==> src/logic/pe_isa_pkg.sv <==
package pe_isa_pkg;

  localparam int DATA_W      = 16;
  localparam int NUM_THREADS = 4;
  localparam int THREAD_W    = 2;
  localparam int PC_W        = 4;
  localparam int RF_ADDR_W   = 3;
  localparam int IGNORE_W    = 8;

  // 16 instruction words and 8 registers per thread
  localparam int IMEM_DEPTH  = NUM_THREADS << PC_W;
  localparam int RF_DEPTH    = NUM_THREADS << RF_ADDR_W;

  // Shifts use the low four bits of B, MUL keeps the low half
  typedef enum logic [2:0] {
    ADD = 3'd0,
    SUB = 3'd1,
    AND = 3'd2,
    OR  = 3'd3,
    XOR = 3'd4,
    SHL = 3'd5,
    SHR = 3'd6,
    MUL = 3'd7
  } alu_op_e;

  typedef struct packed {
    alu_op_e                op;
    logic                   b_from_rf;
    logic [RF_ADDR_W-1:0]   rf_raddr;
    logic                   rf_we;
    logic [RF_ADDR_W-1:0]   rf_waddr;
    logic                   out_a_en;
    logic                   out_b_en;
    logic                   fifo_we;
    logic [1:0]             spare;
  } inst_t;

endpackage

==> src/logic/pe_conf_pkg.sv <==
package pe_conf_pkg;

  localparam int PAYLOAD_W = 28;

  typedef enum logic [1:0] {
    INST  = 2'd0,
    CONST = 2'd1,
    LOOP  = 2'd2
  } conf_kind_e;

  typedef struct packed {
    logic [pe_isa_pkg::PC_W-1:0]       addr;
    pe_isa_pkg::inst_t                 inst;
    logic [7:0]                        pad;
  } conf_inst_t;

  typedef struct packed {
    logic [pe_isa_pkg::RF_ADDR_W-1:0]  addr;
    logic [pe_isa_pkg::DATA_W-1:0]     value;
    logic [8:0]                        pad;
  } conf_const_t;

  typedef struct packed {
    logic [pe_isa_pkg::PC_W-1:0]       pc_max;
    logic [pe_isa_pkg::PC_W-1:0]       pc_loop;
    logic [pe_isa_pkg::IGNORE_W-1:0]   ignore_cnt;
    logic [11:0]                       pad;
  } conf_loop_t;

  // Same 28 payload bits, read according to kind
  typedef union packed {
    conf_inst_t   inst_view;
    conf_const_t  const_view;
    conf_loop_t   loop_view;
  } conf_payload_u;

  typedef struct packed {
    conf_kind_e                        kind;
    logic [pe_isa_pkg::THREAD_W-1:0]   thread;
    conf_payload_u                     payload;
  } conf_word_t;

endpackage

==> src/logic/pe_conf_if.sv <==
`timescale 1ns/1ps

interface pe_conf_if;

  logic [pe_isa_pkg::THREAD_W-1:0]     thread;
  logic                                inst_we;
  logic [pe_isa_pkg::PC_W-1:0]         inst_addr;
  pe_isa_pkg::inst_t                   inst_data;
  logic                                const_we;
  logic [pe_isa_pkg::RF_ADDR_W-1:0]    const_addr;
  logic [pe_isa_pkg::DATA_W-1:0]       const_data;
  logic                                loop_we;
  logic [pe_isa_pkg::PC_W-1:0]         pc_max;
  logic [pe_isa_pkg::PC_W-1:0]         pc_loop;
  logic [pe_isa_pkg::IGNORE_W-1:0]     ignore_cnt;

  modport reader (
    output thread, inst_we, inst_addr, inst_data, const_we, const_addr, const_data,
    output loop_we, pc_max, pc_loop, ignore_cnt
  );
  modport ctrl (input thread, inst_we, inst_addr, inst_data, loop_we, pc_max, pc_loop);
  modport rf (input thread, const_we, const_addr, const_data);
  modport out (input thread, loop_we, ignore_cnt);

endinterface

==> src/logic/pe_ctrl_if.sv <==
`timescale 1ns/1ps

interface pe_ctrl_if;

  // Decode stage
  pe_isa_pkg::alu_op_e                 op;
  logic                                b_from_rf;
  logic [pe_isa_pkg::RF_ADDR_W-1:0]    rf_raddr;
  logic [pe_isa_pkg::THREAD_W-1:0]     rd_thread;

  // Write-back stage
  logic                                rf_we;
  logic [pe_isa_pkg::RF_ADDR_W-1:0]    rf_waddr;
  logic [pe_isa_pkg::THREAD_W-1:0]     wr_thread;

  // Output stage
  logic                                out_a_en;
  logic                                out_b_en;
  logic                                fifo_we;
  logic [pe_isa_pkg::THREAD_W-1:0]     out_thread;

  modport ctrl (
    output op, b_from_rf, rf_raddr, rd_thread,
    output rf_we, rf_waddr, wr_thread,
    output out_a_en, out_b_en, fifo_we, out_thread
  );
  modport alu (input op, b_from_rf);
  modport rf (input rf_raddr, rd_thread, rf_we, rf_waddr, wr_thread);
  modport out (input out_a_en, out_b_en, fifo_we, out_thread);

endinterface

==> src/logic/pe_alu.sv <==
`timescale 1ns/1ps

module pe_alu (
  input  logic                             clk,
  input  logic                             rst_n,
  input  logic                             en,
  input  logic [pe_isa_pkg::DATA_W-1:0]    ina,
  input  logic [pe_isa_pkg::DATA_W-1:0]    inb,
  input  logic [pe_isa_pkg::DATA_W-1:0]    rf_data,
  pe_ctrl_if.alu                           ctrl,
  output logic [pe_isa_pkg::DATA_W-1:0]    result
);

  logic [pe_isa_pkg::DATA_W-1:0]  a_q;
  logic [pe_isa_pkg::DATA_W-1:0]  b_q;
  logic [pe_isa_pkg::DATA_W-1:0]  b_sel;
  logic [pe_isa_pkg::DATA_W-1:0]  res;
  pe_isa_pkg::alu_op_e            op_q;
  logic                           b_from_rf_q;

  always_ff @(posedge clk or negedge rst_n) begin
    if (!rst_n) begin
      a_q         <= '0;
      b_q         <= '0;
      op_q        <= pe_isa_pkg::ADD;
      b_from_rf_q <= 1'b0;
    end else if (en) begin
      a_q         <= ina;
      b_q         <= inb;
      op_q        <= ctrl.op;
      b_from_rf_q <= ctrl.b_from_rf;
    end
  end

  // Register data lands in the same cycle as the sampled inputs
  assign b_sel = b_from_rf_q ? rf_data : b_q;

  always_comb begin
    case (op_q)
      pe_isa_pkg::ADD: res = a_q + b_sel;
      pe_isa_pkg::SUB: res = a_q - b_sel;
      pe_isa_pkg::AND: res = a_q & b_sel;
      pe_isa_pkg::OR:  res = a_q | b_sel;
      pe_isa_pkg::XOR: res = a_q ^ b_sel;
      pe_isa_pkg::SHL: res = a_q << b_sel[3:0];
      pe_isa_pkg::SHR: res = a_q >> b_sel[3:0];
      pe_isa_pkg::MUL: res = a_q * b_sel;
      default:         res = '0;
    endcase
  end

  always_ff @(posedge clk or negedge rst_n) begin
    if (!rst_n) begin
      result <= '0;
    end else if (en) begin
      result <= res;
    end
  end

endmodule

==> src/logic/pe_conf_reader.sv <==
`timescale 1ns/1ps

module pe_conf_reader (
  input  logic              clk,
  input  logic              rst_n,
  input  logic              en,
  input  logic              conf_req,
  input  logic [31:0]       conf_word,
  output logic              conf_ack,
  pe_conf_if.reader         conf
);

  pe_conf_pkg::conf_word_t  word;
  logic                     take;

  assign word = conf_word;

  // New request seen, write happens on this edge
  assign take = conf_req && !conf_ack;

  always_ff @(posedge clk or negedge rst_n) begin
    if (!rst_n) begin
      conf_ack <= 1'b0;
    end else if (take) begin
      conf_ack <= 1'b1;
    end else if (!conf_req) begin
      conf_ack <= 1'b0;
    end
  end

  assign conf.thread     = word.thread;

  assign conf.inst_we    = take && (word.kind == pe_conf_pkg::INST);
  assign conf.inst_addr  = word.payload.inst_view.addr;
  assign conf.inst_data  = word.payload.inst_view.inst;

  assign conf.const_we   = take && (word.kind == pe_conf_pkg::CONST);
  assign conf.const_addr = word.payload.const_view.addr;
  assign conf.const_data = word.payload.const_view.value;

  assign conf.loop_we    = take && (word.kind == pe_conf_pkg::LOOP);
  assign conf.pc_max     = word.payload.loop_view.pc_max;
  assign conf.pc_loop    = word.payload.loop_view.pc_loop;
  assign conf.ignore_cnt = word.payload.loop_view.ignore_cnt;

  // Configuration is only legal while the array is frozen
  a_req_while_frozen: assert property (@(posedge clk) disable iff (!rst_n)
    $rose(conf_req) |-> !en)
    else $error("conf_req raised while en is high");

  a_word_stable: assert property (@(posedge clk) disable iff (!rst_n)
    conf_req && $past(conf_req) |-> $stable(conf_word))
    else $error("conf_word changed while conf_req is high");

endmodule

==> src/logic/pe_control.sv <==
`timescale 1ns/1ps

module pe_control (
  input  logic    clk,
  input  logic    rst_n,
  input  logic    en,
  pe_conf_if.ctrl conf,
  pe_ctrl_if.ctrl ctrl
);

  logic [pe_isa_pkg::THREAD_W-1:0]   thr;
  logic [pe_isa_pkg::THREAD_W-1:0]   thr_f;
  logic [pe_isa_pkg::THREAD_W-1:0]   thr_d1;
  logic [pe_isa_pkg::THREAD_W-1:0]   thr_d2;
  logic [pe_isa_pkg::PC_W-1:0]       pc        [pe_isa_pkg::NUM_THREADS];
  logic [pe_isa_pkg::PC_W-1:0]       pc_max_r  [pe_isa_pkg::NUM_THREADS];
  logic [pe_isa_pkg::PC_W-1:0]       pc_loop_r [pe_isa_pkg::NUM_THREADS];
  pe_isa_pkg::inst_t                 imem      [pe_isa_pkg::IMEM_DEPTH];
  pe_isa_pkg::inst_t                 inst_q;
  logic                              rf_we_d1, rf_we_d2;
  logic [pe_isa_pkg::RF_ADDR_W-1:0]  waddr_d1, waddr_d2;
  logic                              out_a_d1, out_a_d2;
  logic                              out_b_d1, out_b_d2;
  logic                              fifo_d1, fifo_d2;

  // Thread rotation and per-thread PCs with loop-back
  always_ff @(posedge clk or negedge rst_n) begin
    if (!rst_n) begin
      thr <= '0;
      for (int t = 0; t < pe_isa_pkg::NUM_THREADS; t++) begin
        pc[t]        <= '0;
        pc_max_r[t]  <= '0;
        pc_loop_r[t] <= '0;
      end
    end else begin
      if (conf.loop_we) begin
        pc_max_r[conf.thread]  <= conf.pc_max;
        pc_loop_r[conf.thread] <= conf.pc_loop;
      end
      if (en) begin
        thr <= thr + 1'b1;
        if (pc[thr] == pc_max_r[thr]) begin
          pc[thr] <= pc_loop_r[thr];
        end else begin
          pc[thr] <= pc[thr] + 1'b1;
        end
      end
    end
  end

  // Unwritten slots decode as an ADD with no side effects
  always_ff @(posedge clk or negedge rst_n) begin
    if (!rst_n) begin
      for (int i = 0; i < pe_isa_pkg::IMEM_DEPTH; i++) begin
        imem[i] <= '0;
      end
    end else if (conf.inst_we) begin
      imem[{conf.thread, conf.inst_addr}] <= conf.inst_data;
    end
  end

  always_ff @(posedge clk or negedge rst_n) begin
    if (!rst_n) begin
      inst_q <= '0;
      thr_f  <= '0;
    end else if (en) begin
      inst_q <= imem[{thr, pc[thr]}];
      thr_f  <= thr;
    end
  end

  assign ctrl.op        = inst_q.op;
  assign ctrl.b_from_rf = inst_q.b_from_rf;
  assign ctrl.rf_raddr  = inst_q.rf_raddr;
  assign ctrl.rd_thread = thr_f;

  // Two stages take write-back and output fields to the result edge
  always_ff @(posedge clk or negedge rst_n) begin
    if (!rst_n) begin
      rf_we_d1 <= 1'b0;
      waddr_d1 <= '0;
      out_a_d1 <= 1'b0;
      out_b_d1 <= 1'b0;
      fifo_d1  <= 1'b0;
      thr_d1   <= '0;
      rf_we_d2 <= 1'b0;
      waddr_d2 <= '0;
      out_a_d2 <= 1'b0;
      out_b_d2 <= 1'b0;
      fifo_d2  <= 1'b0;
      thr_d2   <= '0;
    end else if (en) begin
      rf_we_d1 <= inst_q.rf_we;
      waddr_d1 <= inst_q.rf_waddr;
      out_a_d1 <= inst_q.out_a_en;
      out_b_d1 <= inst_q.out_b_en;
      fifo_d1  <= inst_q.fifo_we;
      thr_d1   <= thr_f;
      rf_we_d2 <= rf_we_d1;
      waddr_d2 <= waddr_d1;
      out_a_d2 <= out_a_d1;
      out_b_d2 <= out_b_d1;
      fifo_d2  <= fifo_d1;
      thr_d2   <= thr_d1;
    end
  end

  assign ctrl.rf_we      = rf_we_d2;
  assign ctrl.rf_waddr   = waddr_d2;
  assign ctrl.wr_thread  = thr_d2;
  assign ctrl.out_a_en   = out_a_d2;
  assign ctrl.out_b_en   = out_b_d2;
  assign ctrl.fifo_we    = fifo_d2;
  assign ctrl.out_thread = thr_d2;

  // Rotation keeps a thread's read and write-back on different steps
  a_no_rw_same_thread: assert property (@(posedge clk) disable iff (!rst_n)
    en && ctrl.rf_we |-> ctrl.rd_thread != ctrl.wr_thread)
    else $error("register read and write-back on thread %0d", ctrl.wr_thread);

endmodule

==> src/logic/pe_out_stage.sv <==
`timescale 1ns/1ps

module pe_out_stage (
  input  logic                             clk,
  input  logic                             rst_n,
  input  logic                             en,
  input  logic [pe_isa_pkg::DATA_W-1:0]    result,
  pe_conf_if.out                           conf,
  pe_ctrl_if.out                           ctrl,
  output logic [pe_isa_pkg::DATA_W-1:0]    outa,
  output logic [pe_isa_pkg::DATA_W-1:0]    outb,
  output logic [pe_isa_pkg::DATA_W-1:0]    fifo_data,
  output logic                             fifo_we
);

  logic [pe_isa_pkg::IGNORE_W-1:0]  cnt   [pe_isa_pkg::NUM_THREADS];
  logic [pe_isa_pkg::IGNORE_W-1:0]  limit [pe_isa_pkg::NUM_THREADS];
  logic                             reached;
  logic                             fifo_we_q;

  always_ff @(posedge clk or negedge rst_n) begin
    if (!rst_n) begin
      outa      <= '0;
      outb      <= '0;
      fifo_data <= '0;
    end else if (en) begin
      fifo_data <= result;
      if (ctrl.out_a_en) begin
        outa <= result;
      end
      if (ctrl.out_b_en) begin
        outb <= result;
      end
    end
  end

  assign reached = cnt[ctrl.out_thread] == limit[ctrl.out_thread];

  // First N FIFO results of a thread are swallowed by its counter
  always_ff @(posedge clk or negedge rst_n) begin
    if (!rst_n) begin
      fifo_we_q <= 1'b0;
      for (int t = 0; t < pe_isa_pkg::NUM_THREADS; t++) begin
        cnt[t]   <= '0;
        limit[t] <= '0;
      end
    end else begin
      if (conf.loop_we) begin
        limit[conf.thread] <= conf.ignore_cnt;
        cnt[conf.thread]   <= '0;
      end
      if (en) begin
        fifo_we_q <= ctrl.fifo_we && reached;
        if (ctrl.fifo_we && !reached) begin
          cnt[ctrl.out_thread] <= cnt[ctrl.out_thread] + 1'b1;
        end
      end
    end
  end

  // Consumer sees a write only on advance steps
  assign fifo_we = fifo_we_q && en;

endmodule

==> src/logic/pe_regfile.sv <==
`timescale 1ns/1ps

module pe_regfile (
  input  logic                             clk,
  input  logic                             rst_n,
  input  logic                             en,
  pe_conf_if.rf                            conf,
  pe_ctrl_if.rf                            ctrl,
  input  logic [pe_isa_pkg::DATA_W-1:0]    wr_data,
  output logic [pe_isa_pkg::DATA_W-1:0]    rd_data
);

  logic [pe_isa_pkg::DATA_W-1:0] mem [pe_isa_pkg::RF_DEPTH];

  // Thread index selects the 8-entry slice
  always_ff @(posedge clk) begin
    if (conf.const_we) begin
      mem[{conf.thread, conf.const_addr}] <= conf.const_data;
    end else if (en && ctrl.rf_we) begin
      mem[{ctrl.wr_thread, ctrl.rf_waddr}] <= wr_data;
    end
  end

  always_ff @(posedge clk or negedge rst_n) begin
    if (!rst_n) begin
      rd_data <= '0;
    end else if (en) begin
      rd_data <= mem[{ctrl.rd_thread, ctrl.rf_raddr}];
    end
  end

  // Constants arrive only while the pipeline is frozen
  a_const_vs_wb: assert property (@(posedge clk) disable iff (!rst_n)
    !(conf.const_we && en && ctrl.rf_we))
    else $error("constant write collides with write-back");

endmodule

==> src/logic/pe_top.sv <==
`timescale 1ns/1ps

module pe_top (
  input  logic          clk,
  input  logic          rst_n,
  input  logic          en,
  input  logic          conf_req,
  input  logic [31:0]   conf_word,
  input  logic [15:0]   ina,
  input  logic [15:0]   inb,
  output logic          conf_ack,
  output logic [15:0]   outa,
  output logic [15:0]   outb,
  output logic [15:0]   fifo_data,
  output logic          fifo_we
);

  logic [pe_isa_pkg::DATA_W-1:0] rf_rdata;
  logic [pe_isa_pkg::DATA_W-1:0] alu_result;

  pe_conf_if conf_bus ();
  pe_ctrl_if ctrl_bus ();

  pe_conf_reader conf_reader (
    .clk       (clk),
    .rst_n     (rst_n),
    .en        (en),
    .conf_req  (conf_req),
    .conf_word (conf_word),
    .conf_ack  (conf_ack),
    .conf      (conf_bus)
  );

  pe_control control (
    .clk   (clk),
    .rst_n (rst_n),
    .en    (en),
    .conf  (conf_bus),
    .ctrl  (ctrl_bus)
  );

  pe_regfile regfile (
    .clk     (clk),
    .rst_n   (rst_n),
    .en      (en),
    .conf    (conf_bus),
    .ctrl    (ctrl_bus),
    .wr_data (alu_result),
    .rd_data (rf_rdata)
  );

  pe_alu alu (
    .clk     (clk),
    .rst_n   (rst_n),
    .en      (en),
    .ina     (ina),
    .inb     (inb),
    .rf_data (rf_rdata),
    .ctrl    (ctrl_bus),
    .result  (alu_result)
  );

  pe_out_stage out_stage (
    .clk       (clk),
    .rst_n     (rst_n),
    .en        (en),
    .result    (alu_result),
    .conf      (conf_bus),
    .ctrl      (ctrl_bus),
    .outa      (outa),
    .outb      (outb),
    .fifo_data (fifo_data),
    .fifo_we   (fifo_we)
  );

endmodule

==> config.mk <==
export PLATFORM = sky130hd
export DESIGN_NAME = pe_top
export DESIGN_NICKNAME = d
export VERILOG_FILES = /design/src/logic/pe_isa_pkg.sv /design/src/logic/pe_conf_pkg.sv /design/src/logic/pe_conf_if.sv /design/src/logic/pe_ctrl_if.sv /design/src/logic/pe_alu.sv /design/src/logic/pe_conf_reader.sv /design/src/logic/pe_control.sv /design/src/logic/pe_out_stage.sv /design/src/logic/pe_regfile.sv /design/src/logic/pe_top.sv
export SDC_FILE = /design/constraint.sdc
export NUM_CORES = 2
export LEC_CHECK = 0
export BUFFER_PORTS_ARGS = -buffer_cell sky130_fd_sc_hd__buf_2
export CAP_MARGIN = 20
export CORE_ASPECT_RATIO = 0.6
export CORE_MARGIN = 3
export CORE_UTILIZATION = 35
export CTS_BUF_LIST = sky130_fd_sc_hd__clkbuf_8
export CTS_CLUSTER_SIZE = 10
export DETAILED_ROUTE_END_ITERATION = 12
export GPL_ROUTABILITY_DRIVEN = 0
export PLACE_DENSITY = 0.49
export SYNTH_ARGS = -nofsm -noshare
export SYNTH_HDL_FRONTEND = slang
export SYNTH_SLANG_ARGS = --single-unit
==> constraint.sdc <==
create_clock -name clk -period 17.3 [get_ports clk]
set_input_delay 4.325 -clock clk [delete_from_list [all_inputs] [get_ports clk]]
set_output_delay 4.325 -clock clk [all_outputs]
set_load 0.005 [all_outputs]
==> flow_summary.toml <==
[sta]
fmax_ghz = 0.1082
slew_headroom = 0.2238
worst_pin_slew_ns = 1.161
setup_tns_ns = 0
period_minus_slack_ns = 9.245
skew_ns = 0.08244
rsz0062_at_grt = "no"
hold_viol_final = 0
drv_slew = 0
min_period_over_period = 0.5344
setup_violations = 0

[floorplanning]
io_pins = 118
rows = 133
initial_core_util = 0.3542
fp.dieH_um = 371.8
fp.dieArea_um2 = 228900
coreArea_um2 = 220300
die_x_um = 615.6

[clock_network]
cts_buffer_depth = 4
clkTransAtPathRegs_ns = 0.05
ctsResizeCount = 0
insertion_delay_ns = 0.95
cts_setup_buffers = 0
numCtsBuffers = 281
htree_levels = 5
root_buffer = "clkbuf_8"
cts_tree = "built"
cts.sinks = 1674
cts_hold_buffers = 0

[yosys]
synth_largest_area_cell = "dfrtp_1"
ys_seq_elements = 1674
synth_mux_area_frac = 0.2953
syn_area_per_cell_um2 = 15.43
synthAdderAreaFrac = 0.03745
synthXorXnorAreaFrac = 0.009940
yosys.area_share.simple = 0.03665
ys_seq_area_frac = 0.5696
synth_top_cell_area_share = 0.3726
synth_compound_area_frac = 0.02472
synth_edf_count = 512
synth.top_cells.by_count = "1,162 x dfrtp_1, 1,036 x mux2_2, 512 x edfxtp_1"
dominantRegCellSynth = "dfrtp_1"
syn-num-nets = 5310
syn_area_um2 = 78050
ys_top_cells_by_area = "dfrtp_1 37%, edfxtp_1 20%, mux2_2 15%, mux4_2 14%, fa_1 2.1%"
synth_top_family_by_area = "multiplexers"
syn_inst = 5057
ys_warn_count = 0
yosys.cell_count.top_type = "dfrtp_1"
async_flop_share = 0.6941
synth_cell_types = 69

[critical_path]
crit_end = "fifo_we"
path_max_fanout = 41
cp_data_arrival_time_ns = 4.92
crit_required_ns = 12.98
reg2reg_depth = 23
timing.rr.start = "alu.b_from_rf_q$_DFFE_PN0P_"
critPathLaunch = "en"
reg2reg_to = "alu.result[12]$_DFFE_PN0P_"
criticalPathCategory = "in2out"
startpoint_type = "primary input"
timing.reg2reg.setup_slack_ns = 9.78
cp-end-kind = "primary output"

[final_layout]
fin_util = 0.3973
final_net_count = 5494
final_layout_size_suffix_gt1_frac = 0.4054
synthToLayoutAreaGrowth_pct = 12.17
n_fill_cell = 20480
finalNonFillerCells = 8395

[pwr]
p_total_uw = 12310
leakagePower_uw = 0.03761
p_per_area_nw_per_um2 = 140.6
vdd.ir_drop.worst_mv = 0.1240

[global_route]
grt_pass1_wl_um = 334200
grt_max_degree = 161
antenna_found_initial = 21
grt.total_usage = 0.2002
overflow = 0
grt_pass1_vias = 45440

[drt]
via_per_inst = 5.379
drtIter0Drc = 3774
vias = 45160
wirelength_um = 230400
ant_nets = 0
dr.pass1.iters = 6
wl_per_cell_um = 27.44
drc_errors = 0

[placement]
placed_cells = 7919
dpl.hpwl_um = 146900
io_buffer_count = 108

[job]
max-cap-violations = 0

[min_path]
hold_class = "reg2reg"

[outcome]
status = "complete, no violations"
[state kept, by name (all words and copies together) (netlist names), 16 cells and up]
register,count
control.pc,16
out_stage.cnt,32
out_stage.outb,16
out_stage.limit,32
out_stage.outa,16
out_stage.fifo_data,16
alu.result,16
control.imem,896
control.pc_loop_r,16
control.pc_max_r,16
regfile.rd_data,16
regfile.mem,512
alu.a_q,16
alu.b_q,16
[cell usage in the layout, fill, tap and decap left out, types with 10 or more instances in the layout]
cell and count:
xor2_1 24, inv_1 237, a211oi_1 10, buf_4 148, a21oi_1 70, a31oi_1 12, clkinv_1 24, a222oi_1 13
mux4_2 464, o211ai_1 10, buf_2 106, nand2_1 325, nor2_2 35, a21o_1 12, fa_1 81, xnor2_1 62
nor2_1 199, nand3_1 24, mux2_2 1036, nand2b_1 14, o21ai_1 13, edfxtp_1 512, ha_1 104, nor3_1 22
clkinv_2 25, mux2i_1 80, o21ai_0 96, dfrtp_1 1159, clkbuf_8 316
[per-layer routing]
| layer | track usage | part of all wire |
|---|---|---|
| met3 | 0.05004 | 0.074 |
| met5 | 0 | 0 |
| met2 | 0.2641 | 0.39 |
| met4 | 0.05371 | 0.026 |
| met1 | 0.3197 | 0.51 |
[worst max-delay path: stages]
cell	delay [ns]
buf_6	0.29
and2_1	0.19
buf_2	0.11
[metrics by stage]
stage          hold WS (ns)  cell area (um^2)  worst slack, ns
2_1_floorplan        0.4408             78050            7.398
3_3_place_gp         0.4537             82200            8.034
3_5_place_dp         0.4635             82290            8.032
4_1_cts              0.4790             87310            8.031
5_1_grt              0.4982             87530            7.994
6_report             0.4758             87550            8.055
[power by group]
| part | leakage [uW] | switching [uW] | total (uW) | internal (uW) |
|---|---|---|---|---|
| Sequential | 0.0204 | 235 | 4580 | 4350 |
| Clock | 0.00290 | 1630 | 3310 | 1680 |
| Combinational | 0.0143 | 2650 | 4420 | 1770 |
| Total | 0.0376 | 4520 | 12300 | 7790 |
[area by class of cell]
class / count / area [um^2] / area share
sequential: 1674 / 44460 / 0.5079
multi-input combinational: 2851 / 31710 / 0.3622
clock buffer: 316 / 4349 / 0.04968
tap: 2970 / 3716 / 0.04245
timing repair buffer: 272 / 2019 / 0.02307
clock inverter: 143 / 668.1 / 0.007632
inverter: 161 / 604.3 / 0.006903
antenna: 8 / 20.02 / 0.0002287
[cells by family after synthesis]
| logic type | Yosys count |
|---|---|
| xor gates and xnor gates | 87 |
| AOI/OAI and AO/OA | 307 |
| adders and majority gates | 185 |
| and+or+nand+nor | 684 |
| buffers and inverters | 532 |
| DFF | 1674 |
| muxes | 1588 |
[how the worst min path moves through the flow]
stage | from | to | cells past startpoint
floorplan | control.pc_loop_r[3]$_DFFE_PN0P_ | control.pc_loop_r[3]$_DFFE_PN0P_ | 2
global placement | out_stage.limit[5]$_DFFE_PN0P_ | out_stage.limit[5]$_DFFE_PN0P_ | 2
detailed placement | control.pc_max_r[1]$_DFFE_PN0P_ | control.pc_max_r[1]$_DFFE_PN0P_ | 2
CTS | control.pc_max_r[0]$_DFFE_PN0P_ | control.pc_max_r[0]$_DFFE_PN0P_ | 2
global route | control.pc_max_r[3]$_DFFE_PN0P_ | control.pc_max_r[3]$_DFFE_PN0P_ | 2
finish | out_stage.limit[4]$_DFFE_PN0P_ | out_stage.limit[4]$_DFFE_PN0P_ | 2
(Power assumes the default switching activity.)
